<file path="src/hw/mipsIsaPkg.sv">
package mipsIsaPkg;

  localparam int RegNumWidth = 5;
  localparam int OpcodeWidth = 6;
  localparam int FunctWidth  = 6;

  // Standard R/I field split with imm16 over rd/shamt/funct
  typedef struct packed {
    logic [OpcodeWidth-1:0] opcode;
    logic [RegNumWidth-1:0] rs;
    logic [RegNumWidth-1:0] rt;
    logic [RegNumWidth-1:0] rd;
    logic [RegNumWidth-1:0] shamt;
    logic [FunctWidth-1:0]  funct;
  } mipsInst;

  // Raw view for the immediate
  typedef union packed {
    mipsInst     fields;
    logic [31:0] raw;
  } mipsWordView;

  // Opcodes
  localparam logic [OpcodeWidth-1:0] OpSpecial = 6'b000000;
  localparam logic [OpcodeWidth-1:0] OpAddi    = 6'b001000;
  localparam logic [OpcodeWidth-1:0] OpAddiu   = 6'b001001;
  localparam logic [OpcodeWidth-1:0] OpAndi    = 6'b001100;
  localparam logic [OpcodeWidth-1:0] OpOri     = 6'b001101;
  localparam logic [OpcodeWidth-1:0] OpXori    = 6'b001110;
  localparam logic [OpcodeWidth-1:0] OpLb      = 6'b100000;
  localparam logic [OpcodeWidth-1:0] OpLh      = 6'b100001;
  localparam logic [OpcodeWidth-1:0] OpLw      = 6'b100011;
  localparam logic [OpcodeWidth-1:0] OpLbu     = 6'b100100;
  localparam logic [OpcodeWidth-1:0] OpLhu     = 6'b100101;
  localparam logic [OpcodeWidth-1:0] OpSb      = 6'b101000;
  localparam logic [OpcodeWidth-1:0] OpSh      = 6'b101001;
  localparam logic [OpcodeWidth-1:0] OpSw      = 6'b101011;

  // SPECIAL funct codes
  localparam logic [FunctWidth-1:0] FnSll  = 6'b000000;
  localparam logic [FunctWidth-1:0] FnSrl  = 6'b000010;
  localparam logic [FunctWidth-1:0] FnSra  = 6'b000011;
  localparam logic [FunctWidth-1:0] FnSllv = 6'b000100;
  localparam logic [FunctWidth-1:0] FnSrlv = 6'b000110;
  localparam logic [FunctWidth-1:0] FnSrav = 6'b000111;
  localparam logic [FunctWidth-1:0] FnMfhi = 6'b010000;
  localparam logic [FunctWidth-1:0] FnMthi = 6'b010001;
  localparam logic [FunctWidth-1:0] FnMflo = 6'b010010;
  localparam logic [FunctWidth-1:0] FnMtlo = 6'b010011;
  localparam logic [FunctWidth-1:0] FnAdd  = 6'b100000;
  localparam logic [FunctWidth-1:0] FnAddu = 6'b100001;
  localparam logic [FunctWidth-1:0] FnSub  = 6'b100010;
  localparam logic [FunctWidth-1:0] FnSubu = 6'b100011;
  localparam logic [FunctWidth-1:0] FnAnd  = 6'b100100;
  localparam logic [FunctWidth-1:0] FnOr   = 6'b100101;
  localparam logic [FunctWidth-1:0] FnXor  = 6'b100110;
  localparam logic [FunctWidth-1:0] FnNor  = 6'b100111;

endpackage

</file>
<file path="src/hw/oiscPkg.sv">
package oiscPkg;

  localparam int OiscAddrWidth = 16;
  localparam int StepWidth     = 3;

  typedef logic [OiscAddrWidth-1:0] oiscAddr;

  typedef struct packed {
    oiscAddr src;
    oiscAddr dst;
  } oiscWord;

  // GPR n lives at GprBase + n
  localparam oiscAddr GprBase = 16'h0100;

  localparam oiscAddr HiAddr  = 16'h0020;
  localparam oiscAddr LoAddr  = 16'h0021;
  localparam oiscAddr ImmAddr = 16'h0030; // Immediate staging register

  // Memory unit
  localparam oiscAddr MmuBase       = 16'h0040;
  localparam oiscAddr MmuOffset     = 16'h0041;
  localparam oiscAddr MmuAccessCtrl = 16'h0042;
  localparam oiscAddr MmuReadData   = 16'h0043;
  localparam oiscAddr MmuWriteData  = 16'h0044;

  // Function units
  localparam oiscAddr AndBase   = 16'h1000;
  localparam oiscAddr OrBase    = 16'h1010;
  localparam oiscAddr XorBase   = 16'h1020;
  localparam oiscAddr NorBase   = 16'h1030;
  localparam oiscAddr AddBase   = 16'h1040;
  localparam oiscAddr ShiftBase = 16'h1050;

  localparam oiscAddr AccOffset     = 16'd0;
  localparam oiscAddr OperandOffset = 16'd1;
  localparam oiscAddr CtrlOffset    = 16'd2;

  // Adder control with subtract in bit 1 and overflow trap in bit 0
  localparam oiscAddr CtrlAdd  = 16'b01;
  localparam oiscAddr CtrlAddu = 16'b00;
  localparam oiscAddr CtrlSub  = 16'b11;
  localparam oiscAddr CtrlSubu = 16'b10;

  // Shifter control with left in bit 1 and arithmetic in bit 0
  localparam oiscAddr CtrlSll = 16'b10;
  localparam oiscAddr CtrlSrl = 16'b00;
  localparam oiscAddr CtrlSra = 16'b01;

  // Access control as {left, aligned, signed, size[1:0]}
  localparam oiscAddr AccLb  = 16'b01100;
  localparam oiscAddr AccLbu = 16'b01000;
  localparam oiscAddr AccLh  = 16'b01101;
  localparam oiscAddr AccLhu = 16'b01001;
  localparam oiscAddr AccLw  = 16'b01010;
  localparam oiscAddr AccSb  = 16'b01100;
  localparam oiscAddr AccSh  = 16'b01101;
  localparam oiscAddr AccSw  = 16'b01110;

  typedef enum logic [2:0] {
    KindIllegal,
    KindLogic3R,
    KindLogic2I,
    KindCtrl3R,
    KindCtrl2I,
    KindMove,
    KindMemRead,
    KindMemWrite
  } instKind;

  function automatic logic [StepWidth-1:0] stepCount(input instKind kind);
    case (kind)
      KindLogic3R:  return 3'd3;
      KindLogic2I:  return 3'd4;
      KindCtrl3R:   return 3'd4;
      KindCtrl2I:   return 3'd5;
      KindMove:     return 3'd1;
      KindMemRead:  return 3'd4;
      KindMemWrite: return 3'd4;
      default:      return 3'd0;
    endcase
  endfunction

  typedef struct packed {
    instKind kind;
    oiscAddr unitBase;
    oiscAddr ctrl;     // Zero-extended unit or access code
    oiscAddr srcAddr;
    oiscAddr opBAddr;
    oiscAddr dstAddr;
    logic [OiscAddrWidth-1:0] imm;
    oiscAddr moveSrc;
    oiscAddr moveDst;
  } decodedInst;

endpackage

</file>
<file path="src/hw/instDecoder.sv">
`timescale 1ns/1ps

module instDecoder (
  input  mipsIsaPkg::mipsInst Inst,
  output oiscPkg::decodedInst Decoded
);

  typedef struct packed {
    oiscPkg::instKind kind;
    oiscPkg::oiscAddr base;
    oiscPkg::oiscAddr ctrl;
  } tableEntry;

  mipsIsaPkg::mipsWordView view;
  tableEntry e;
  oiscPkg::decodedInst routed;
  oiscPkg::oiscAddr rsAddr;
  oiscPkg::oiscAddr rtAddr;
  oiscPkg::oiscAddr rdAddr;
  oiscPkg::oiscAddr imm16;
  oiscPkg::oiscAddr shamtExt;
  logic onShifter;
  logic shiftFn;
  logic shamtBad;

  function automatic oiscPkg::oiscAddr gprAddr(input logic [mipsIsaPkg::RegNumWidth-1:0] r);
    return oiscPkg::GprBase + oiscPkg::oiscAddr'(r);
  endfunction

  assign view     = Inst;
  assign rsAddr   = gprAddr(view.fields.rs);
  assign rtAddr   = gprAddr(view.fields.rt);
  assign rdAddr   = gprAddr(view.fields.rd);
  assign imm16    = view.raw[15:0];
  assign shamtExt = oiscPkg::oiscAddr'(view.fields.shamt);

  assign shiftFn = view.fields.funct inside {mipsIsaPkg::FnSll, mipsIsaPkg::FnSrl,
      mipsIsaPkg::FnSra, mipsIsaPkg::FnSllv, mipsIsaPkg::FnSrlv, mipsIsaPkg::FnSrav};
  assign shamtBad = (view.fields.opcode == mipsIsaPkg::OpSpecial) && !shiftFn &&
                    (view.fields.shamt != '0);

  // Table of kind, unit and control code with HI/LO as base for moves
  always_comb begin
    e = '{oiscPkg::KindIllegal, '0, '0};
    case (view.fields.opcode)
      mipsIsaPkg::OpSpecial: begin
        case (view.fields.funct)
          mipsIsaPkg::FnAnd:  e = '{oiscPkg::KindLogic3R, oiscPkg::AndBase, '0};
          mipsIsaPkg::FnOr:   e = '{oiscPkg::KindLogic3R, oiscPkg::OrBase, '0};
          mipsIsaPkg::FnXor:  e = '{oiscPkg::KindLogic3R, oiscPkg::XorBase, '0};
          mipsIsaPkg::FnNor:  e = '{oiscPkg::KindLogic3R, oiscPkg::NorBase, '0};
          mipsIsaPkg::FnAdd:  e = '{oiscPkg::KindCtrl3R, oiscPkg::AddBase, oiscPkg::CtrlAdd};
          mipsIsaPkg::FnAddu: e = '{oiscPkg::KindCtrl3R, oiscPkg::AddBase, oiscPkg::CtrlAddu};
          mipsIsaPkg::FnSub:  e = '{oiscPkg::KindCtrl3R, oiscPkg::AddBase, oiscPkg::CtrlSub};
          mipsIsaPkg::FnSubu: e = '{oiscPkg::KindCtrl3R, oiscPkg::AddBase, oiscPkg::CtrlSubu};
          mipsIsaPkg::FnSllv: e = '{oiscPkg::KindCtrl3R, oiscPkg::ShiftBase, oiscPkg::CtrlSll};
          mipsIsaPkg::FnSrlv: e = '{oiscPkg::KindCtrl3R, oiscPkg::ShiftBase, oiscPkg::CtrlSrl};
          mipsIsaPkg::FnSrav: e = '{oiscPkg::KindCtrl3R, oiscPkg::ShiftBase, oiscPkg::CtrlSra};
          mipsIsaPkg::FnSll:  e = '{oiscPkg::KindCtrl2I, oiscPkg::ShiftBase, oiscPkg::CtrlSll};
          mipsIsaPkg::FnSrl:  e = '{oiscPkg::KindCtrl2I, oiscPkg::ShiftBase, oiscPkg::CtrlSrl};
          mipsIsaPkg::FnSra:  e = '{oiscPkg::KindCtrl2I, oiscPkg::ShiftBase, oiscPkg::CtrlSra};
          mipsIsaPkg::FnMfhi: e = '{oiscPkg::KindMove, oiscPkg::HiAddr, '0};
          mipsIsaPkg::FnMthi: e = '{oiscPkg::KindMove, oiscPkg::HiAddr, '0};
          mipsIsaPkg::FnMflo: e = '{oiscPkg::KindMove, oiscPkg::LoAddr, '0};
          mipsIsaPkg::FnMtlo: e = '{oiscPkg::KindMove, oiscPkg::LoAddr, '0};
          default: ;
        endcase
      end
      mipsIsaPkg::OpAndi:  e = '{oiscPkg::KindLogic2I, oiscPkg::AndBase, '0};
      mipsIsaPkg::OpOri:   e = '{oiscPkg::KindLogic2I, oiscPkg::OrBase, '0};
      mipsIsaPkg::OpXori:  e = '{oiscPkg::KindLogic2I, oiscPkg::XorBase, '0};
      mipsIsaPkg::OpAddi:  e = '{oiscPkg::KindCtrl2I, oiscPkg::AddBase, oiscPkg::CtrlAdd};
      mipsIsaPkg::OpAddiu: e = '{oiscPkg::KindCtrl2I, oiscPkg::AddBase, oiscPkg::CtrlAddu};
      mipsIsaPkg::OpLb:    e = '{oiscPkg::KindMemRead, oiscPkg::MmuBase, oiscPkg::AccLb};
      mipsIsaPkg::OpLbu:   e = '{oiscPkg::KindMemRead, oiscPkg::MmuBase, oiscPkg::AccLbu};
      mipsIsaPkg::OpLh:    e = '{oiscPkg::KindMemRead, oiscPkg::MmuBase, oiscPkg::AccLh};
      mipsIsaPkg::OpLhu:   e = '{oiscPkg::KindMemRead, oiscPkg::MmuBase, oiscPkg::AccLhu};
      mipsIsaPkg::OpLw:    e = '{oiscPkg::KindMemRead, oiscPkg::MmuBase, oiscPkg::AccLw};
      mipsIsaPkg::OpSb:    e = '{oiscPkg::KindMemWrite, oiscPkg::MmuBase, oiscPkg::AccSb};
      mipsIsaPkg::OpSh:    e = '{oiscPkg::KindMemWrite, oiscPkg::MmuBase, oiscPkg::AccSh};
      mipsIsaPkg::OpSw:    e = '{oiscPkg::KindMemWrite, oiscPkg::MmuBase, oiscPkg::AccSw};
      default: ;
    endcase
  end

  assign onShifter = (e.base == oiscPkg::ShiftBase);

  // Operand routing by kind
  always_comb begin
    routed          = '0;
    routed.kind     = e.kind;
    routed.unitBase = e.base;
    routed.ctrl     = e.ctrl;
    case (e.kind)
      oiscPkg::KindLogic3R, oiscPkg::KindCtrl3R: begin
        routed.srcAddr = onShifter ? rtAddr : rsAddr; // Variable shift takes its value from rt
        routed.opBAddr = onShifter ? rsAddr : rtAddr;
        routed.dstAddr = rdAddr;
      end
      oiscPkg::KindLogic2I, oiscPkg::KindCtrl2I: begin
        routed.srcAddr = onShifter ? rtAddr : rsAddr;
        routed.imm     = onShifter ? shamtExt : imm16;
        routed.dstAddr = onShifter ? rdAddr : rtAddr;
      end
      oiscPkg::KindMemRead, oiscPkg::KindMemWrite: begin
        routed.srcAddr = rsAddr;
        routed.imm     = imm16;
        routed.opBAddr = rtAddr; // Store data
        routed.dstAddr = rtAddr; // Load target
      end
      oiscPkg::KindMove: begin
        // MTxx has funct bit 0 set
        routed.moveSrc = view.fields.funct[0] ? rsAddr : e.base;
        routed.moveDst = view.fields.funct[0] ? e.base : rdAddr;
      end
      default: ;
    endcase
  end

  assign Decoded = shamtBad ? oiscPkg::decodedInst'('0) : routed;

endmodule

</file>
<file path="src/hw/stepSequencer.sv">
`timescale 1ns/1ps

module stepSequencer (
  input  logic                          CLK,
  input  logic                          RST,
  input  logic                          InValid,
  output logic                          InReady,
  input  oiscPkg::decodedInst           Decoded,
  output logic                          OutValid,
  input  logic                          OutReady,
  output oiscPkg::decodedInst           Held,
  output logic [oiscPkg::StepWidth-1:0] Step,
  output logic                          IllegalInst
);

  logic busy;
  logic accept;
  logic xfer;
  logic lastXfer;
  logic [oiscPkg::StepWidth-1:0] lastStep;

  assign InReady  = !busy;
  assign OutValid = busy;

  assign accept   = InValid && InReady;
  assign xfer     = OutValid && OutReady;
  assign lastStep = oiscPkg::stepCount(Held.kind) - 1'b1;
  assign lastXfer = xfer && (Step == lastStep);

  always_ff @(posedge CLK or posedge RST) begin
    if (RST) begin
      busy        <= 1'b0;
      Step        <= '0;
      IllegalInst <= 1'b0;
    end else begin
      IllegalInst <= accept && (Decoded.kind == oiscPkg::KindIllegal); // One-cycle pulse
      if (accept) begin
        busy <= (Decoded.kind != oiscPkg::KindIllegal);
        Step <= '0;
      end else if (xfer) begin
        Step <= Step + 1'b1;
        if (lastXfer)
          busy <= 1'b0; // Hand back to the input side
      end
    end
  end

  always_ff @(posedge CLK) begin
    if (accept)
      Held <= Decoded;
  end

  assert property (@(posedge CLK) disable iff (RST)
      busy |-> (Held.kind != oiscPkg::KindIllegal) && (Step < oiscPkg::stepCount(Held.kind)))
    else $error("stepSequencer: step %0d out of range for kind %s", Step, Held.kind.name());

  // Output word must hold under back-pressure
  assert property (@(posedge CLK) disable iff (RST)
      OutValid && !OutReady |=> $stable(Held) && $stable(Step))
    else $error("stepSequencer: instruction or step changed while stalled");

endmodule

</file>
<file path="src/hw/wordComposer.sv">
`timescale 1ns/1ps

module wordComposer (
  input  oiscPkg::decodedInst           Held,
  input  logic [oiscPkg::StepWidth-1:0] Step,
  output oiscPkg::oiscWord              Word
);

  oiscPkg::oiscAddr accAddr;
  oiscPkg::oiscAddr opAddr;
  oiscPkg::oiscAddr ctrlAddr;
  logic hasCtrl;

  function automatic oiscPkg::oiscWord mv(input oiscPkg::oiscAddr src, dst);
    oiscPkg::oiscWord w;
    w.src = src;
    w.dst = dst;
    return w;
  endfunction

  assign accAddr  = Held.unitBase + oiscPkg::AccOffset;
  assign opAddr   = Held.unitBase + oiscPkg::OperandOffset;
  assign ctrlAddr = Held.unitBase + oiscPkg::CtrlOffset;
  assign hasCtrl  = (Held.kind == oiscPkg::KindCtrl3R) || (Held.kind == oiscPkg::KindCtrl2I);

  always_comb begin
    Word = '0;
    case (Held.kind)
      oiscPkg::KindLogic3R, oiscPkg::KindCtrl3R: begin
        case (Step)
          3'd0: Word = mv(Held.srcAddr, accAddr);
          3'd1: Word = mv(Held.opBAddr, opAddr);
          3'd2: Word = hasCtrl ? mv(Held.ctrl, ctrlAddr) : mv(accAddr, Held.dstAddr);
          3'd3: Word = mv(accAddr, Held.dstAddr);
          default: ;
        endcase
      end
      oiscPkg::KindLogic2I, oiscPkg::KindCtrl2I: begin
        case (Step)
          3'd0: Word = mv(Held.srcAddr, accAddr);
          3'd1: Word = mv(Held.imm, oiscPkg::ImmAddr); // Stage immediate
          3'd2: Word = mv(oiscPkg::ImmAddr, opAddr);
          3'd3: Word = hasCtrl ? mv(Held.ctrl, ctrlAddr) : mv(accAddr, Held.dstAddr);
          3'd4: Word = mv(accAddr, Held.dstAddr);
          default: ;
        endcase
      end
      oiscPkg::KindMemRead, oiscPkg::KindMemWrite: begin
        case (Step)
          3'd0: Word = mv(Held.srcAddr, oiscPkg::MmuBase);
          3'd1: Word = mv(Held.imm, oiscPkg::MmuOffset);
          3'd2: Word = mv(Held.ctrl, oiscPkg::MmuAccessCtrl);
          3'd3: Word = (Held.kind == oiscPkg::KindMemRead) ?
                       mv(oiscPkg::MmuReadData, Held.dstAddr) :
                       mv(Held.opBAddr, oiscPkg::MmuWriteData);
          default: ;
        endcase
      end
      oiscPkg::KindMove: Word = mv(Held.moveSrc, Held.moveDst);
      default: ;
    endcase
  end

endmodule

</file>
<file path="src/hw/mips2Oisc.sv">
`timescale 1ns/1ps

module mips2Oisc (
  input  logic                CLK,
  input  logic                RST,
  input  logic                InstructionInValid,
  output logic                InstructionInReady,
  input  mipsIsaPkg::mipsInst InstructionInData,
  output logic                InstructionOutValid,
  input  logic                InstructionOutReady,
  output oiscPkg::oiscWord    InstructionOutData,
  output logic                IllegalInst
);

  oiscPkg::decodedInst decoded;
  oiscPkg::decodedInst held;
  logic [oiscPkg::StepWidth-1:0] step;

  instDecoder u_instDecoder (
    .Inst    (InstructionInData),
    .Decoded (decoded)
  );

  stepSequencer u_stepSequencer (
    .CLK         (CLK),
    .RST         (RST),
    .InValid     (InstructionInValid),
    .InReady     (InstructionInReady),
    .Decoded     (decoded),
    .OutValid    (InstructionOutValid),
    .OutReady    (InstructionOutReady),
    .Held        (held),
    .Step        (step),
    .IllegalInst (IllegalInst)
  );

  wordComposer u_wordComposer (
    .Held (held),
    .Step (step),
    .Word (InstructionOutData)
  );

endmodule

</file>
<file path="config.mk">
export PLATFORM = sky130hd
export DESIGN_NAME = mips2Oisc
export DESIGN_NICKNAME = d
export VERILOG_FILES = /design/src/hw/mipsIsaPkg.sv /design/src/hw/oiscPkg.sv /design/src/hw/instDecoder.sv /design/src/hw/stepSequencer.sv /design/src/hw/wordComposer.sv /design/src/hw/mips2Oisc.sv
export SDC_FILE = /design/constraint.sdc
export NUM_CORES = 1
export LEC_CHECK = 0
export ABC_AREA = 1
export BUFFER_PORTS_ARGS = -buffer_cell sky130_fd_sc_hd__clkbuf_2
export CAP_MARGIN = 0
export CORE_MARGIN = 8
export CORE_UTILIZATION = 55
export CTS_CLUSTER_SIZE = 28
export DETAILED_ROUTE_END_ITERATION = 16
export PLACE_DENSITY = 0.84
export SLEW_MARGIN = 10
export SYNTH_ARGS = -nofsm -noshare
export SYNTH_HDL_FRONTEND = slang
export SYNTH_SLANG_ARGS = --single-unit
</file>
<file path="constraint.sdc">
create_clock -name CLK -period 2.6 [get_ports CLK]
set_input_delay 0.39 -clock CLK [delete_from_list [all_inputs] [get_ports CLK]]
set_output_delay 0.39 -clock CLK [all_outputs]
set_load 0.01 [all_outputs]
</file>
==> results of run 1 <==
## power by group
group / total (mW) / internal (mW) / switching (mW)
clock: 1.01 / 0.557 / 0.453
sequential: 1.59 / 1.46 / 0.127
combinational: 2.16 / 0.802 / 1.36
## worst max-delay path, cell delays in order, from the launching register on
cell and delay (ns):
dfrtp_1 0.44, inv_2 0.13, ha_4 0.15, inv_2 0.05, nor2_4 0.12, clkinv_4 0.10, a41oi_4 0.24, nand2_2 0.12
o21ai_4 0.10, inv_2 0.05, nand2_2 0.07, nand2_1 0.06, nand2_1 0.06, buf_2 0.13
## sequential cells by signal, indices dropped and copies added (netlist names)
signal	count
u_stepSequencer.Held	64
u_stepSequencer.Step	3
u_stepSequencer.IllegalInst	1
u_stepSequencer.OutValid	1
## worst min-delay path by stage
stage / startpoint / end / cells past startpoint
finish: InstructionOutReady / u_stepSequencer.Step[1]$_DFFE_PP0P_ / 3
global route: InstructionOutReady / u_stepSequencer.Step[1]$_DFFE_PP0P_ / 3
CTS: InstructionOutReady / u_stepSequencer.Step[1]$_DFFE_PP0P_ / 3
detailed placement: RST / u_stepSequencer.OutValid$_DFFE_PP0P_ / 2
global placement: RST / u_stepSequencer.OutValid$_DFFE_PP0P_ / 2
floorplan: RST / u_stepSequencer.IllegalInst$_DFF_PP0_ / 1
## synth_stat cells, types with 2 or more instances
library cell,count,area share (%)
o21ai_1,11,1.2
nand4_1,8,1.1
a221oi_1,2,0.38
nor4_1,2,0.27
edfxtp_1,64,41
o2111ai_1,7,1.3
nor2_4,12,2.9
ha_1,5,1.3
dfrtp_1,5,2.7
buf_2,6,0.65
nand2_1,160,13
inv_2,17,1.4
inv_1,71,5.7
nor2_2,7,0.94
clkbuf_1,4,0.32
a21oi_1,28,3.0
buf_4,9,1.5
nand3_1,34,3.7
o211ai_1,12,1.9
nor2_1,52,4.2
xor2_1,3,0.56
o21ai_2,2,0.38
o21ai_0,41,4.4
nand2_4,2,0.48
a31oi_1,2,0.27
nand2_2,5,0.67
nand3_2,5,1.1
nor3_1,2,0.22
## metrics by stage
step / setup slack (ns) / TNS (ns) / area [µm²]
CTS: -0.005035 / -0.005035 / 5474
global route: -0.08152 / -0.5436 / 5683
global placement: 0.2966 / 0 / 5175
finish: 0.04634 / 0 / 5683
detailed placement: 0.1938 / 0 / 5175
floorplan: 0.2382 / 0 / 4693
## logic make-up (layout without fill, tap and decap cells)
family	count (synthesis)	in the layout	synth area share, %
buffers and inverters	109	201	10.02
flip-flops	69	69	43.97
XOR/XNOR	3	3	0.5645
AND/OR/NAND/NOR	292	292	29.16
adder cells (fa/ha/maj)	5	5	1.344
other	1	11	0.08055
AO/OA/AOI/OAI	114	114	14.86
## per-layer routing
metal / part of all wire, % / vias up
li1: - / 2171
met5: 0 / -
met4: 4.7 / 0
met2: 47 / 298
met1: 39 / 2109
met3: 9.0 / 42
## cells in the final DEF, fill, tap and decap left out, types with 3 or more instances in the layout
cell type and n:
xor2_1 3, edfxtp_1 64, nand2_1 154, nor2_4 15, clkbuf_2 59, ha_4 3, buf_6 3, conb_1 11
nor2_2 11, inv_1 61, a21oi_1 27, clkbuf_8 9, o21ai_1 9, nor2_1 45, nand2_4 3, nand3_2 6
o211ai_1 12, nand4_1 8, nand3_1 33, inv_6 3, inv_2 25, o2111ai_1 7, nand2_2 10, o21ai_0 40
buf_4 27, buf_2 4, o21ai_2 4, dfrtp_1 4
## cell type report
cell class	count	area, µm²
repair buffers	96	601.8
flip-flops and latches	69	2048
clock buffers	9	123.9
inverters	89	350.3
clock inverters	7	105.1
fillers	643	2534
well taps	105	131.4
multi-input cells	425	2322
## what timing repair did
item	CTS	global route
hold buffers	1	0
setup buffers	3	10
endpoints found under the hold margin	5	0
setup endpoints to repair	10	24
gates resized for setup	13	43
pin swaps	2	6
==> flow_summary.ini, run 1 <==
[clock_tree]
cts-htree-levels = 3
tritoncts.num_buffers = 9
worst_setup_hold_path_clk_slew_ns = 0.08
clk_root_buffer_cell = clkbuf_8
clock_sink_count = 69
ctsLongestPathBuffers = 2
cts_tree = yes
insertion_delay_ns = 0.35

[cells_and_area]
final_core_util_pct = 69.16
flow.area_growth_from_synthesis_pct = 22.06
layout-drive-gt1-share_pct = 29.21
antenna_cells_inserted = 0
design.final.nets = 731
final-instance-count-excl-fill = 800

[critical_path]
cp-end-kind = output port
path_max_fanout = 7
setup.worst_path.start_class = flip-flop
cp_data_arrival_time_ns = 2.16
timing.critical_path.from = u_stepSequencer.Step[1]$_DFFE_PP0P_
setup.worst_path.class = flip-flop to output port
worst_r2r_dst = u_stepSequencer.Held[6]$_SDFFCE_PP0P_
reg2regPathDepth = 4
rr_startpoint = u_stepSequencer.OutValid$_DFFE_PP0P_
reg2reg_setup_slack_ns = 1.01
required_time_worst_endpoint_ns = 2.21
capture_point_of_the_critical_path = InstructionOutData[8]

[placed_design]
place.detailed.hpwl_mm = 10.58
placed_cells = 770
io_buffer_count = 63
gp_congestion = 0.9858

[detailed_routing]
antenna_left = 0
drt_drc_violations_left = 0
dr.first_iter.drc_count = 391
routed-via-count = 4620
routed_vias_inst = 5.775
detailedRoute.firstPassIterationCount = 5
avgRoutedWirePerCell_um = 17.98
postRouteWirelength_mm = 14.38

[global_route]
global_route_layer_with_the_greatest_usage = met2
grt_antenna_before_repair = 0
grt_usage_pct = 24.28
grt_first_pass_wirelength_mm = 21.88
grt_util_met1_pct = 30.22
globalRouteOverflowTotal = 0
grt_util_met3_pct = 4.045
grt_util_met2_pct = 39.06
grt_max_degree = 54
grt_pass1_vias = 4423

[die]
design.portCount = 71
start_util_pct = 56.66
num_rows = 33
design.die.area_um2 = 11670
fp.dieW_um = 108.0
core_um2 = 8217
die_height_um = 108.0

[timing]
max_clk_rate_ghz = 0.3916
timing.final.hold_violations = 0
min_period_ns = 2.554
final-setup-viol-count = 0
grt_setup_unrepaired = true
fin_skew_ns = 0.009236
tightest_slew_ns = 0.5069
worst_hold_slack_ns = 0.3569
final_max_slew_viols = 0
max_slew_margin_pct = 65.84
timing.final.crit_share_pct = 98.22

[worst_hold_path]
min-delay-path-class = input pin to flip-flop

[yosys]
synth.distinct_cells = 43
synth-edff-count = 64
yosysSeqAreaShare_pct = 43.97
ys_ff_latch = 69
async_flop_share_pct = 7.246
synthCells = 593
synthesis.area_um2 = 4656
synth_warnings = 0
average_cell_area_after_synthesis_um2 = 7.851
dominantRegCellSynth = edfxtp_1

[pwr]
max-vdd-ir-drop_uv = 457.8
power.leakage_nw = 2.536
total_power_after_layout_mw = 4.759
power_density_over_cell_area_nw_per_um2 = 837.4

[job]
cap_viol_max_count = 0

[outcome]
result_of_the_run = complete, no violations
Note: power is estimated with default switching activity, not from simulation.
==> run 2: changes to the inputs <==
Settings changed: BUFFER_PORTS_ARGS -buffer_cell sky130_fd_sc_hd__clkbuf_2 to -buffer_cell sky130_fd_sc_hd__buf_2, CORE_UTILIZATION 55 to 52, PLACE_DENSITY 0.84 to 0.83.
Clock period 2.6 ns to 2.25 ns, I/O delays scaled along.
==> flow_summary.ini, run 2 (synthesized netlist as in run 1, its figures left out) <==
[timing]
timing.final.hold_violations = 0
max_clk_rate_ghz = 0.3998
timing.final.crit_share_pct = 111.2
timing.setup.tns_ns = -3.057
final-setup-viol-count = 18
fin_skew_ns = 0.01099
setup_ws_ns = -0.2516
final_max_slew_viols = 0
max_slew_margin_pct = 61.49
tightest_slew_ns = 0.5714
min_period_ns = 2.502
grt_setup_unrepaired = true

[pwr]
pwr-share-seq_pct = 31.1
power.internal_mw = 3.638
max-vdd-ir-drop_uv = 555.6
share_clk_of_total_power_pct = 22.9
power.leakage_nw = 2.728
p_comb_share_pct = 45.9
p_sw_share_pct = 39.39
net_sw_power_mw = 2.364
power_density_over_cell_area_nw_per_um2 = 984.8

[detailed_routing]
dr.first_iter.drc_count = 282
met2_wirelength_mm = 7.286
wl_met3_mm = 1.576
top_signal_layer_used = met4
routed-via-count = 4814
detailedRoute.firstPassIterationCount = 7
antenna_left = 0
avgRoutedWirePerCell_um = 18.44
drt_drc_violations_left = 0
wl_met1_mm = 5.638
postRouteWirelength_mm = 15.32
routed_vias_inst = 5.793

[cells_and_area]
flow.area_growth_from_synthesis_pct = 30.91
largest_register_ff_count = 64
area.sequential_um2 = 2049
design.final.nets = 759
antenna_cells_inserted = 0
final_common_cell = nand2_1
max_flop_register = u_stepSequencer.Held
multi_input_comb_area_um2 = 2434
layout_common_cells = 146 x nand2_1, 64 x edfxtp_1, 62 x buf_2
layout_top_registers = u_stepSequencer.Held x64, u_stepSequencer.Step x3
layout-drive-gt1-share_pct = 35.13
filler_cell_count = 665
final_area_um2 = 6095

[global_route]
globalRouteOverflowTotal = 0
grt_pass1_vias = 4680
grt_first_pass_wirelength_mm = 24.05
grt_usage_pct = 24.31
grt_max_degree = 44
grt_antenna_before_repair = 0

[die]
die_height_um = 110.6
core_um2 = 8721
fp.dieW_um = 110.6
design.portCount = 71
design.die.area_um2 = 12240
start_util_pct = 53.39
num_rows = 34

[clock_tree]
clk_root_buffer_cell = clkbuf_8
ctsLongestPathBuffers = 2
cts-htree-levels = 3
insertion_delay_ns = 0.35
worst_setup_hold_path_clk_slew_ns = 0.08
clock_sink_count = 69
cts_tree = yes
tritoncts.num_buffers = 9

[outcome]
violations_in_the_final_reports = setup timing
result_of_the_run = finished, violations left

[critical_path]
cp-end-kind = output port
cp_data_arrival_time_ns = 2.16
setup.worst_path.class = flip-flop to output port
required_time_worst_endpoint_ns = 1.91
path_max_fanout = 4
setup.worst_path.start_class = flip-flop

[placed_design]
io_buffer_count = 63
pre_cts_slack_ns = 0.01155
dpl_cell_area_um2 = 5318
gp_congestion = 0.9963
place.detailed.hpwl_mm = 11.04

[worst_hold_path]
min-delay-path-class = input pin to flip-flop

[job]
cap_viol_max_count = 0
==> run 2: cell types whose count changed in the layout (fill, tap and decap cells not counted), moves of 3 or more <==
cell      delta
nor2_1       -3
clkbuf_2    -59
buf_2       +58
nand2_2      +7
nor2_4       +3
buf_6        +9
inv_2        -3
buf_4       +20
o21ai_0     -11
nand2_1      -8
o21ai_1      +8
inv_4        +4
==> run 2: metrics by stage <==
stage	power, mW	hold WS [ns]	instances	utilization (%)
finish	6.002	0.2586	831	69.89
global route	6.269	0.2722	831	69.89
CTS	5.734	0.2471	826	67.95
detailed placement	3.998	0.2500	791	60.98
global placement	3.968	0.2373	791	60.98
floorplan	3.099	0.1160	603	-
==> run 2: timing repair <==
item,in CTS,in global routing
hold buffers,1,0
setup buffers,17,6
endpoints found under the setup margin,25,26
endpoints found under the hold margin,5,0
gates cloned,1,0
pin swaps,11,17
gates resized for setup,67,39
==> run 2: final cells by class <==
cell class	count	area share (%)
Multi-Input combinational cell	425	39.93
Sequential cell	69	33.63
Timing Repair Buffer	124	13.92
Inverter	89	5.871
Clock inverter	7	2.402
Tap cell	108	2.217
Clock buffer	9	2.032
==> run 2: power by group through the flow <==
stage / sequential, mW / combinational, mW / clock [mW]
3_5_place_dp: 1.86 / 2.14 / 0
5_1_grt: 1.88 / 2.96 / 1.43
4_1_cts: 1.84 / 2.52 / 1.38
3_3_place_gp: 1.85 / 2.12 / 0
2_1_floorplan: 1.80 / 1.30 / 0
6_report: 1.87 / 2.76 / 1.38
==> run 2: worst paths after layout <==
check,startpoint,to,slack [ns],cells after the start
worst min-delay path,InstructionOutReady,u_stepSequencer.Step[1]$_DFFE_PP0P_,0.26,3
min in group asynchronous,RST,u_stepSequencer.OutValid$_DFFE_PP0P_,0.42,3
worst max-delay path,u_stepSequencer.Held[130]$_DFFE_PP_,InstructionOutData[24],-0.25,9
max in group asynchronous,RST,u_stepSequencer.Step[1]$_DFFE_PP0P_,1.64,3
worst min register to register,u_stepSequencer.OutValid$_DFFE_PP0P_,u_stepSequencer.Step[1]$_DFFE_PP0P_,0.59,2
worst max register to register,u_stepSequencer.Held[129]$_DFFE_PP_,u_stepSequencer.OutValid$_DFFE_PP0P_,0.10,13
==> run 2: per-layer routing <==
| layer | track usage (%) | up-vias |
|---|---|---|
| li1 | - | 2221 |
| met1 | 28.59 | 2210 |
| met2 | 40.26 | 322 |
| met3 | 4.816 | 61 |
| met4 | 14.23 | 0 |
| met5 | 0 | - |
==> run 2: worst max-delay path, stage by stage (launching register included) <==
cell and delay (ns):
edfxtp_1 0.48, buf_4 0.21, nand2_1 0.14, nor2_2 0.20, buf_4 0.16, nand2_1 0.10, nor2_2 0.11, a221oi_2 0.04
o211ai_1 0.19, buf_2 0.17
